File: src/verilog/rv_core_pkg.sv
package rv_core_pkg;

    // memory depths, addresses wrap modulo these
    localparam int IMEM_WORDS = 256;
    localparam int DMEM_BYTES = 1024;
    localparam int IMEM_AW    = $clog2(IMEM_WORDS);
    localparam int DMEM_AW    = $clog2(DMEM_BYTES);

    // data word, instruction or address
    typedef logic [31:0] word_t;
    typedef logic [4:0]  reg_addr_t;

    // rv32i major opcodes in use
    typedef enum logic [6:0] {
        OP_LUI    = 7'b0110111,
        OP_JAL    = 7'b1101111,
        OP_JALR   = 7'b1100111,
        OP_BRANCH = 7'b1100011,
        OP_LOAD   = 7'b0000011,
        OP_STORE  = 7'b0100011,
        OP_IMM    = 7'b0010011,
        OP_REG    = 7'b0110011,
        OP_SYSTEM = 7'b1110011
    } opcode_e;

    // pass_b feeds the immediate straight through for lui
    typedef enum logic [2:0] {
        ALU_ADD, ALU_SUB, ALU_AND, ALU_OR, ALU_XOR, ALU_SLT, ALU_SLTU, ALU_PASS_B
    } alu_op_e;

    typedef enum logic [2:0] {IMM_I, IMM_S, IMM_B, IMM_U, IMM_J} imm_fmt_e;

    typedef enum logic [1:0] {WB_ALU, WB_LOAD, WB_LINK} wb_sel_e;

    // encoding follows funct3[1:0] of loads and stores
    typedef enum logic [1:0] {MEM_BYTE = 2'd0, MEM_HALF = 2'd1, MEM_WORD = 2'd2} mem_size_e;

    typedef enum logic [2:0] {BR_NONE, BR_EQ, BR_NE, BR_LT, BR_GE, BR_JUMP} br_kind_e;

    typedef enum logic [1:0] {ST_SETUP, ST_RUN, ST_HALTED} ctrl_state_e;

endpackage

File: src/verilog/rv_control.sv
`timescale 1ns/1ps

module rv_control (
    input  logic                    clk,
    input  logic                    i_arst_n,
    input  logic                    i_setup,
    input  rv_core_pkg::word_t      i_inst,
    input  logic                    i_eq,
    input  logic                    i_lt,
    input  logic                    i_ltu,
    output rv_core_pkg::alu_op_e    o_alu_op,
    output logic                    o_a_sel_pc,
    output logic                    o_b_sel_imm,
    output rv_core_pkg::imm_fmt_e   o_imm_fmt,
    output rv_core_pkg::wb_sel_e    o_wb_sel,
    output logic                    o_reg_we,
    output logic                    o_mem_we,
    output rv_core_pkg::mem_size_e  o_mem_size,
    output logic                    o_mem_unsigned,
    output logic                    o_take_branch,
    output logic                    o_target_from_alu,
    output logic                    o_stall,
    output logic                    o_halted
);

    rv_core_pkg::ctrl_state_e state, state_next;
    rv_core_pkg::opcode_e     opcode;
    rv_core_pkg::alu_op_e     alu_fn;
    rv_core_pkg::br_kind_e    br_kind;
    logic [2:0] funct3;
    logic is_sub, reg_write, mem_write, is_ecall, exec, lt_sel;

    assign opcode = rv_core_pkg::opcode_e'(i_inst[6:0]);
    assign funct3 = i_inst[14:12];
    // funct7 bit 5 only matters for register ops
    assign is_sub = (opcode == rv_core_pkg::OP_REG) && i_inst[30];

    always_ff @(posedge clk or negedge i_arst_n) begin
        if (!i_arst_n) begin
            state <= rv_core_pkg::ST_SETUP;
        end else begin
            state <= state_next;
        end
    end

    // setup wins from any state
    always_comb begin
        state_next = state;
        case (state)
            rv_core_pkg::ST_SETUP: begin
                if (!i_setup) state_next = rv_core_pkg::ST_RUN;
            end
            rv_core_pkg::ST_RUN: begin
                if (i_setup) state_next = rv_core_pkg::ST_SETUP;
                else if (is_ecall) state_next = rv_core_pkg::ST_HALTED;
            end
            rv_core_pkg::ST_HALTED: begin
                if (i_setup) state_next = rv_core_pkg::ST_SETUP;
            end
            default: state_next = rv_core_pkg::ST_SETUP;
        endcase
    end

    // shared alu op for register and immediate forms
    always_comb begin
        case (funct3)
            3'b000:  alu_fn = is_sub ? rv_core_pkg::ALU_SUB : rv_core_pkg::ALU_ADD;
            3'b010:  alu_fn = rv_core_pkg::ALU_SLT;
            3'b011:  alu_fn = rv_core_pkg::ALU_SLTU;
            3'b100:  alu_fn = rv_core_pkg::ALU_XOR;
            3'b110:  alu_fn = rv_core_pkg::ALU_OR;
            3'b111:  alu_fn = rv_core_pkg::ALU_AND;
            default: alu_fn = rv_core_pkg::ALU_ADD;
        endcase
    end

    // main decode
    always_comb begin
        o_alu_op          = rv_core_pkg::ALU_ADD;
        o_a_sel_pc        = 1'b0;
        o_b_sel_imm       = 1'b1;
        o_imm_fmt         = rv_core_pkg::IMM_I;
        o_wb_sel          = rv_core_pkg::WB_ALU;
        o_target_from_alu = 1'b0;
        reg_write         = 1'b0;
        mem_write         = 1'b0;
        is_ecall          = 1'b0;
        br_kind           = rv_core_pkg::BR_NONE;
        case (opcode)
            rv_core_pkg::OP_REG: begin
                o_b_sel_imm = 1'b0;
                o_alu_op    = alu_fn;
                reg_write   = 1'b1;
            end
            rv_core_pkg::OP_IMM: begin
                o_alu_op  = alu_fn;
                reg_write = 1'b1;
            end
            rv_core_pkg::OP_LUI: begin
                o_imm_fmt = rv_core_pkg::IMM_U;
                o_alu_op  = rv_core_pkg::ALU_PASS_B;
                reg_write = 1'b1;
            end
            rv_core_pkg::OP_LOAD: begin
                o_wb_sel  = rv_core_pkg::WB_LOAD;
                reg_write = 1'b1;
            end
            rv_core_pkg::OP_STORE: begin
                o_imm_fmt = rv_core_pkg::IMM_S;
                mem_write = 1'b1;
            end
            rv_core_pkg::OP_BRANCH: begin
                // alu mirrors the pc relative target
                o_imm_fmt  = rv_core_pkg::IMM_B;
                o_a_sel_pc = 1'b1;
                if (!funct3[2]) br_kind = funct3[0] ? rv_core_pkg::BR_NE : rv_core_pkg::BR_EQ;
                else br_kind = funct3[0] ? rv_core_pkg::BR_GE : rv_core_pkg::BR_LT;
            end
            rv_core_pkg::OP_JAL: begin
                o_imm_fmt  = rv_core_pkg::IMM_J;
                o_a_sel_pc = 1'b1;
                o_wb_sel   = rv_core_pkg::WB_LINK;
                reg_write  = 1'b1;
                br_kind    = rv_core_pkg::BR_JUMP;
            end
            rv_core_pkg::OP_JALR: begin
                o_wb_sel          = rv_core_pkg::WB_LINK;
                o_target_from_alu = 1'b1;
                reg_write         = 1'b1;
                br_kind           = rv_core_pkg::BR_JUMP;
            end
            rv_core_pkg::OP_SYSTEM: is_ecall = 1'b1;
            default: ;
        endcase
    end

    // size and sign straight from funct3
    always_comb begin
        case (funct3[1:0])
            2'b00:   o_mem_size = rv_core_pkg::MEM_BYTE;
            2'b01:   o_mem_size = rv_core_pkg::MEM_HALF;
            default: o_mem_size = rv_core_pkg::MEM_WORD;
        endcase
    end
    assign o_mem_unsigned = funct3[2];

    // branch decision, funct3[1] picks the unsigned compare
    assign lt_sel = funct3[1] ? i_ltu : i_lt;
    always_comb begin
        case (br_kind)
            rv_core_pkg::BR_EQ:   o_take_branch = i_eq;
            rv_core_pkg::BR_NE:   o_take_branch = !i_eq;
            rv_core_pkg::BR_LT:   o_take_branch = lt_sel;
            rv_core_pkg::BR_GE:   o_take_branch = !lt_sel;
            rv_core_pkg::BR_JUMP: o_take_branch = 1'b1;
            default:              o_take_branch = 1'b0;
        endcase
    end

    // side effects only while running and out of setup
    assign exec     = (state == rv_core_pkg::ST_RUN) && !i_setup;
    assign o_reg_we = exec && reg_write && (i_inst[11:7] != 5'd0);
    assign o_mem_we = exec && mem_write;
    // pc freezes on ecall and outside run
    assign o_stall  = !exec || is_ecall;
    assign o_halted = (state == rv_core_pkg::ST_HALTED);

endmodule

File: config.mk
export PLATFORM = sky130hd
export DESIGN_NAME = rv_control
export DESIGN_NICKNAME = d
export VERILOG_FILES = /design/src/verilog/rv_core_pkg.sv /design/src/verilog/rv_control.sv
export SDC_FILE = /design/constraint.sdc
export NUM_CORES = 1
export LEC_CHECK = 0
export BUFFER_PORTS_ARGS = -buffer_cell sky130_fd_sc_hd__buf_2
export CELL_PAD_IN_SITES_DETAIL_PLACEMENT = 0
export CELL_PAD_IN_SITES_GLOBAL_PLACEMENT = 1
export CORE_MARGIN = 2
export CORE_UTILIZATION = 18
export CTS_CLUSTER_DIAMETER = 200
export CTS_CLUSTER_SIZE = 24
export DETAILED_ROUTE_END_ITERATION = 10
export PLACE_DENSITY = 0.76
export SKIP_LAST_GASP = 1
export SLEW_MARGIN = 25
export SYNTH_ARGS = -nofsm -noshare
export SYNTH_HDL_FRONTEND = slang
export SYNTH_SLANG_ARGS = --single-unit
File: constraint.sdc
create_clock -name clk -period 1.5 [get_ports clk]
set_clock_uncertainty 0.15 [all_clocks]
set_input_delay 0.075 -clock clk [delete_from_list [all_inputs] [get_ports clk]]
set_output_delay 0.075 -clock clk [all_outputs]
set_load 0.1 [all_outputs]
==> flow_summary.yaml, run 1 <==
sta:
  period_needed_ps: 1524
  hold_viol_final: 0
  fmax_mhz: 656.3
  grt_setup_unrepaired: "yes"
  tightest_slew_ps: 488.2
  finalSetupViolCount: 1
  slew_violations: 0
  period_share_pct: 101.6
  relSlewSlack_pct: 67.68
  setup_ws_ps: -23.81
layout:
  final_nets: 162
  largestRegisters: "state x2"
  final_cell_mix: "buf_2, buf_4, buf_12"
  final_core_util_pct: 54.88
  syn2layout_area_growth_pct: 184.2
  num_antenna_cells: 0
  max_flop_register: "state"
  drive_gt1_share_pct: 72.73
  fin_area_sq_um: 1237
  largest_reg_flops: 2
  layout_commonest_cell: "buf_2"
power:
  power_density_nw_per_um2: 350.3
  ir_drop_mv: 0.2469
  power_leakage_nw: 0.5256
  p_switching_mw: 0.1865
  p_sw_share_pct: 43.04
  seqPwrFrac_pct: 13.5
  pwr-share-clk_pct: 27.1
  comb_power_share_pct: 59.4
  internal_power_mw: 0.2469
clock_network:
  clock-sinks: 2
  clk_path_buf_depth: 2
  cts_tree: "built"
  clkTransAtPathRegs_ps: 30
  cts_root_buffer: "clkbuf_4"
  htree_levels: 1
  cts_buffers: 3
  clock_latency_ps: 220
synth:
  synth_seq_cells: 2
  ys_types: 35
  ys_async_sr_fraction_pct: 100.0
  syn_avg_cell_area_sq_um: 6.911
  synthFlopType: "dfrtp_1"
  yosysTopAreaCell: "dfrtp_1"
  syn_nets: 102
  yosysWarnings: 0
  syn-cell-area_sq_um: 435.4
  synth_edf_count: 0
  synthTopCellsByArea: "dfrtp_1, nor2b_1, o21ai_0"
  synth_top_area_share_pct: 11.49
  ys_seq_area_share_pct: 11.49
  synthCells: 63
floorplan:
  die_h_um: 53.19
  fp-row-count: 17
  start_util_pct: 19.31
  ios: 57
  die_area_sq_um: 2829
  core_sq_um: 2255
  fp.dieW_um: 53.19
placement:
  place_hpwl_um: 1384
  portBuffers: 40
  placed_area_sq_um: 1139
  gp_congestion: 0.7143
grt:
  antenna_found_initial: 0
  grt-ovfl-total: 0
  grt_pass1_vias: 716
  track_usage_pct: 14.52
  grt_pass1_wl_um: 3056
  grt_max_degree: 11
detailed_routing:
  m1WireLength_um: 750
  topRoutingLayerUsed: "met3"
  totalWireLength_um: 1861
  drt_iter0_drc: 15
  drtAntennaViolNets: 0
  num_vias: 684
  drt-vias-per-instance: 4.591
  drc: 0
  met2WireLength_um: 977
  drt_pass1_iterations: 4
  wl_met3_um: 132
  routedWlPerCell_um: 12.49
job:
  drv_cap: 0
outcome:
  outcome: "finished with violations"
  violations: "setup timing"
critical_path:
  worst_setup_path_end_kind: "primary output"
  cp.arrival_ps: 1300
  path_max_fanout: 3
  r2r_slack_ps: 330
  cp.required_ps: 1270
  cp-start-kind: "register"
  criticalPathCategory: "register to primary output"
min_path:
  hp-class: "input pin to async pin"
## power groups by stage
stage / clock, mW / sequential [mW] / combinational (mW)
final: 0.118 / 0.0584 / 0.257
after CTS: 0.121 / 0.0580 / 0.256
after global placement: 0 / 0.0585 / 0.230
after global routing: 0.128 / 0.0585 / 0.273
after detailed placement: 0 / 0.0586 / 0.236
after floorplan: 0 / 0.0583 / 0.149
## worst paths after layout
path                                      start                    to  depth (start not counted)
max in group asynchronous              i_arst_n  state[0]$_DFFE_PN0P_                          2
setup reg to reg           state[1]$_DFFE_PN0P_  state[1]$_DFFE_PN0P_                          3
setup / recovery           state[1]$_DFFE_PN0P_              o_reg_we                          4
hold / removal                         i_arst_n  state[1]$_DFFE_PN0P_                          2
hold reg to reg            state[0]$_DFFE_PN0P_  state[0]$_DFFE_PN0P_                          2
min in group clk                      i_inst[6]  state[0]$_DFFE_PN0P_                          4
## critical path, cell delays in order, from the launching register on
cell and delay [ps]:
dfrtp_1 380, nor2_2 120, nand2_2 120, a221oi_4 240, buf_12 210
## routing by layer
layer | GRT usage, % | vias up
li1 | - | 350
met1 | 16.24 | 302
met2 | 28.13 | 32
met3 | 2.825 | 0
met4 | 2.564 | 0
met5 | 0 | -
## area by class of cell
class                           instances  area, sq um
Fill cell                             234         1017
Timing Repair Buffer                   60        595.6
Multi-Input combinational cell         53        523.0
Sequential cell                         2        50.05
Tap cell                               28        35.03
Clock buffer                            3        22.52
Inverter                                3        11.26
## kinds of logic (layout without fill, tap and decap cells)
group / after synthesis / in the layout / share of synthesized area, %
AO/OA/AOI/OAI: 17 / 17 / 28.16
buffers and inverters: 8 / 66 / 8.335
adder cells (fa/ha/maj): 1 / 1 / 2.873
multiplexers: 1 / 1 / 2.299
flip-flops: 2 / 2 / 11.49
AND/OR/NAND/NOR: 34 / 34 / 46.85
## stage by stage
| stage | hold WS [ps] | std cells | setup WS, ps | TNS [ps] | power, mW |
|---|---|---|---|---|---|
| 3_3_place_gp | -291.3 | 140 | -44.91 | -47.58 | 0.2888 |
| 3_5_place_dp | -286.7 | 140 | -71.09 | -84.11 | 0.2945 |
| 4_1_cts | 19.38 | 149 | -31.65 | -31.65 | 0.4358 |
| 6_report | 47.63 | 149 | -23.81 | -23.81 | 0.4335 |
| 2_1_floorplan | -370.6 | 63 | -352.6 | -2145 | 0.2071 |
| 5_1_grt | 39.11 | 149 | -111.9 | -207.8 | 0.4593 |
## synth_stat cells (2+ instances only)
cell type  instances
a21o_1             3
a21oi_1            2
buf_2              2
clkbuf_1           2
dfrtp_1            2
inv_2              2
nand2_1            5
nand3_1            2
nor2_1             5
nor2b_1            5
nor3_1             3
nor4_1             3
o21ai_0            5
## what timing repair did
item / CTS / global route
hold buffers: 2 / 0
hold endpoints to repair: 3 / 0
gates resized for setup: 3 / 1
buffers inserted: 4 / 0
endpoints found under the setup margin: 4 / 4
pin swaps: 1 / 0
No activity file was read; power rests on OpenSTA's default activity.
==> run 2, diff against run 1 <==
--- a/config.mk
+++ b/config.mk
@@ -14,6 +14,7 @@
 export CTS_CLUSTER_SIZE = 24
 export DETAILED_ROUTE_END_ITERATION = 10
 export PLACE_DENSITY = 0.76
+export SKIP_CTS_REPAIR_TIMING = 1
 export SKIP_LAST_GASP = 1
 export SLEW_MARGIN = 25
 export SYNTH_ARGS = -nofsm -noshare
==> flow_summary.yaml, run 2 (synthesized netlist as in run 1, its figures left out) <==
sta:
  period_share_pct: 102.8
  relSlewSlack_pct: 67.60
  finalSetupViolCount: 1
  hold_ws_ps: -10.31
  setup_ws_ps: -41.67
  period_needed_ps: 1542
  fmax_mhz: 648.6
  slew_violations: 0
  tightest_slew_ps: 489.4
  grt_setup_unrepaired: "yes"
  hold_viol_final: 1
clock_network:
  cts_root_buffer: "clkbuf_4"
  htree_levels: 1
  cts_buffers: 3
  clkTransAtPathRegs_ps: 30
  clk_path_buf_depth: 2
  clock-sinks: 2
  cts_tree: "built"
  clock_latency_ps: 230
grt:
  track_usage_pct: 13.23
  grt_pass1_vias: 692
  grt-ovfl-total: 0
  grt_pass1_wl_um: 2808
  grt_max_degree: 11
  antenna_found_initial: 0
critical_path:
  cpPeakStageDelay_ps: 390
  path_max_fanout: 3
  worst_setup_path_end_kind: "primary output"
  cpMaxStageDelayCell: "dfrtp_1"
  cp-start-kind: "register"
  cp.arrival_ps: 1320
  criticalPathCategory: "register to primary output"
  path_buf_inv: 1
  cp.required_ps: 1270
  cp_top_family: "flip-flops"
  path_cells: "nor2_2 > nand2_2 > a221oi_4 > buf_12"
floorplan:
  fp.dieW_um: 53.19
  die_area_sq_um: 2829
  ios: 57
  core_sq_um: 2255
  fp-row-count: 17
  die_h_um: 53.19
  start_util_pct: 19.31
layout:
  largestRegisters: "state x2"
  max_flop_register: "state"
  largest_reg_flops: 2
  final_cell_mix: "buf_2, buf_12, buf_4"
  final_cells: 146
  syn2layout_area_growth_pct: 178.4
  drive_gt1_share_pct: 72.88
  layout_commonest_cell: "buf_2"
  num_antenna_cells: 0
  final_nets: 159
  final_core_util_pct: 53.77
power:
  ir_drop_mv: 0.2061
  power_leakage_nw: 0.5118
  power_density_nw_per_um2: 355.6
detailed_routing:
  routedWlPerCell_um: 11.85
  num_vias: 680
  drt_pass1_iterations: 4
  drtAntennaViolNets: 0
  drc: 0
  drt-vias-per-instance: 4.658
  totalWireLength_um: 1730
  drt_iter0_drc: 9
placement:
  dp_cells: 140
  portBuffers: 40
  gp_congestion: 0.7143
  pre_cts_slack_ps: -71.09
  place_hpwl_um: 1384
min_path:
  hp-class: "input pin to register"
job:
  drv_cap: 0
outcome:
  violations: "hold timing, setup timing"
  outcome: "finished with violations"
[run 2: changes by cell type in the layout (fill, tap and decap cells not counted)]
cell           before  now
buf_4              18   16
dlygate4sd3_1       2    1
[run 2: final cells by class]
cell class                 instances  area [sq um]
timing repair buffer              57         570.5
inverter                           3         11.26
clock buffer                       3         22.52
fill                             231          1042
tap                               28         35.03
multi-input combinational         53         523.0
sequential                         2         50.05
[run 2: layer usage]
metal	vias to the layer above	routed length [um]	GRT usage, %	part of all wire (%)
met5	-	0	0	0
met4	0	16	3.846	0.92
met3	2	134	3.107	7.7
met2	32	892	24.79	52
met1	301	687	14.55	40
li1	345	-	-	-
[run 2: worst paths after layout]
kind | start | to | slack [ps] | cells after the start
max in group asynchronous | i_arst_n | state[0]$_DFFE_PN0P_ | 1080 | 2
worst max register to register | state[1]$_DFFE_PN0P_ | state[1]$_DFFE_PN0P_ | 340 | 3
min in group asynchronous | i_arst_n | state[1]$_DFFE_PN0P_ | 20 | 2
worst min register to register | state[1]$_DFFE_PN0P_ | state[0]$_DFFE_PN0P_ | 540 | 3
worst max-delay path | state[1]$_DFFE_PN0P_ | o_reg_we | -40 | 4
worst min-delay path | i_setup | state[1]$_DFFE_PN0P_ | -10 | 2
[run 2: power breakdown]
| part | switching (mW) | internal, mW |
|---|---|---|
| sequential | 0.00211 | 0.0559 |
| combinational | 0.153 | 0.0978 |
| clock | 0.0341 | 0.0885 |
[run 2: metrics by stage]
| step | hold slack, ps | power, mW | instance area [sq um] | TNS [ps] |
|---|---|---|---|---|
| 6_report | -10.31 | 0.4311 | 1212 | -41.67 |
| 2_1_floorplan | -370.6 | 0.2071 | 591.8 | -2145 |
| 4_1_cts | -521.8 | 0.4174 | 1161 | -393.2 |
| 5_1_grt | -5.540 | 0.4574 | 1212 | -193.4 |
| 3_5_place_dp | -286.7 | 0.2945 | 1139 | -84.11 |
| 3_3_place_gp | -291.3 | 0.2888 | 1139 | -47.58 |
==> run 3, diff against run 2 <==
--- a/config.mk
+++ b/config.mk
@@ -13,7 +13,7 @@
 export CTS_CLUSTER_DIAMETER = 200
 export CTS_CLUSTER_SIZE = 24
 export DETAILED_ROUTE_END_ITERATION = 10
-export PLACE_DENSITY = 0.76
+export PLACE_DENSITY_LB_ADDON = 0.05
 export SKIP_CTS_REPAIR_TIMING = 1
 export SKIP_LAST_GASP = 1
 export SLEW_MARGIN = 25
==> flow_summary.yaml, run 3 (synthesized netlist as in run 1, its figures left out) <==
power:
  seqPwrFrac_pct: 13.7
  power_leakage_nw: 0.5049
  p_switching_mw: 0.1833
  internal_power_mw: 0.2400
  p_sw_share_pct: 43.31
  power_density_nw_per_um2: 354.3
  ir_drop_mv: 0.3954
  pwr-share-clk_pct: 28.3
  comb_power_share_pct: 58.0
placement:
  portBuffers: 40
  pre_cts_slack_ps: -113.7
  gp_congestion: 0.6914
  placed_area_sq_um: 1131
  place_hpwl_um: 1411
critical_path:
  crit_path_start: "state[1]$_DFFE_PN0P_"
  worstReg2RegStart: "state[1]$_DFFE_PN0P_"
  path_max_fanout: 3
  cp.arrival_ps: 1320
  cpPeakStageDelay_ps: 400
  r2r_slack_ps: 60
  r2r_cells: 3
  r2r-end: "state[0]$_DFFE_PN0P_"
  cp-start-kind: "register"
  criticalPathCategory: "register to primary output"
  worst_setup_path_end_kind: "primary output"
  path_cells: "nor2_2 > nand2_2 > a221oi_4 > buf_12"
  cpMaxStageDelayCell: "dfrtp_1"
  cp.required_ps: 1270
floorplan:
  fp.dieW_um: 53.19
  start_util_pct: 19.31
  die_h_um: 53.19
  ios: 57
  core_sq_um: 2255
  die_area_sq_um: 2829
  fp-row-count: 17
clock_network:
  clock_latency_ps: 230
  clkTransAtPathRegs_ps: 30
  cts_tree: "built"
  cts_buffers: 3
  htree_levels: 1
  cts_root_buffer: "clkbuf_4"
  clock-sinks: 2
  clk_path_buf_depth: 2
sta:
  setup_ws_ps: -49.53
  finalSetupViolCount: 3
  hold_viol_final: 0
  period_needed_ps: 1550
  period_share_pct: 103.3
  grt_setup_unrepaired: "yes"
  tightest_slew_ps: 483.5
  slew_violations: 0
  fmax_mhz: 645.4
  setup_tns_ps: -93.63
  relSlewSlack_pct: 67.99
grt:
  grt.busiest_layer: "met2"
  grtUsageMet1_pct: 15.20
  grt_pass1_wl_um: 2718
  track_usage_pct: 13.10
  grt_pass1_vias: 628
  use_met3_pct: 3.672
  antenna_found_initial: 0
  grt_max_degree: 11
  met2_usage_pct: 23.13
  grt-ovfl-total: 0
outcome:
  violations: "setup timing"
  outcome: "finished with violations"
layout:
  syn2layout_area_growth_pct: 174.4
  largestRegisters: "state x2"
  final_cell_mix: "buf_2, buf_12, buf_4"
  layout_commonest_cell: "buf_2"
  fin_area_sq_um: 1195
  drive_gt1_share_pct: 70.09
  num_antenna_cells: 0
  largest_reg_flops: 2
  final_nets: 158
  max_flop_register: "state"
detailed_routing:
  drc: 0
  drtAntennaViolNets: 0
  drt_pass1_iterations: 3
  drt-vias-per-instance: 4.641
  num_vias: 673
  routedWlPerCell_um: 11.65
  totalWireLength_um: 1689
  drt_iter0_drc: 6
job:
  drv_cap: 0
min_path:
  hp-class: "input pin to async pin"
-- run 3: critical path: cells and delay by family (launching register included) --
| family | cells | cell delay, ps |
|---|---|---|
| buffers and inverters | 1 | 210 |
| and+or+nand+nor | 2 | 240 |
| DFF | 1 | 400 |
| AOI/OAI and AO/OA | 1 | 250 |
-- run 3: routing by layer --
metal / wire length (um) / vias up
li1: - / 344
met1: 692 / 300
met2: 859 / 29
met3: 137 / 0
met4: 0 / 0
met5: 0 / -
-- run 3: worst max-delay path by stage --
stage	to	slack (ps)	cells past startpoint
3_3_place_gp	o_take_branch	-60	6
4_1_cts	o_take_branch	-130	6
5_1_grt	o_reg_we	-140	4
6_report	o_reg_we	-50	4
2_1_floorplan	o_reg_we	-350	4
3_5_place_dp	o_take_branch	-110	6
-- run 3: power groups by stage --
stage                     logic [mW]  registers (mW)  clock network [mW]
final                          0.245          0.0581               0.120
after global placement         0.234          0.0587                   0
after detailed placement       0.237          0.0587                   0
after CTS                      0.237          0.0581               0.122
after global routing           0.261          0.0582               0.140
after floorplan                0.149          0.0583                   0
-- run 3: stage by stage --
step	utilization [%]	hold slack [ps]	cells	total power, mW
2_1_floorplan	-	-370.6	63	0.2071
3_3_place_gp	50.17	-290.5	139	0.2922
3_5_place_dp	50.17	-288.6	139	0.2955
4_1_cts	51.17	-525.7	142	0.4177
5_1_grt	53.00	13.35	145	0.4593
6_report	53.00	11.18	145	0.4233
-- run 3: cell type report --
cell class                 instances  area, sq um
tap                               28        35.03
multi-input combinational         53        505.5
clock buffer                       3        22.52
timing repair buffer              56        568.0
sequential                         2        50.05
inverter                           3        13.76
fill                             221         1060
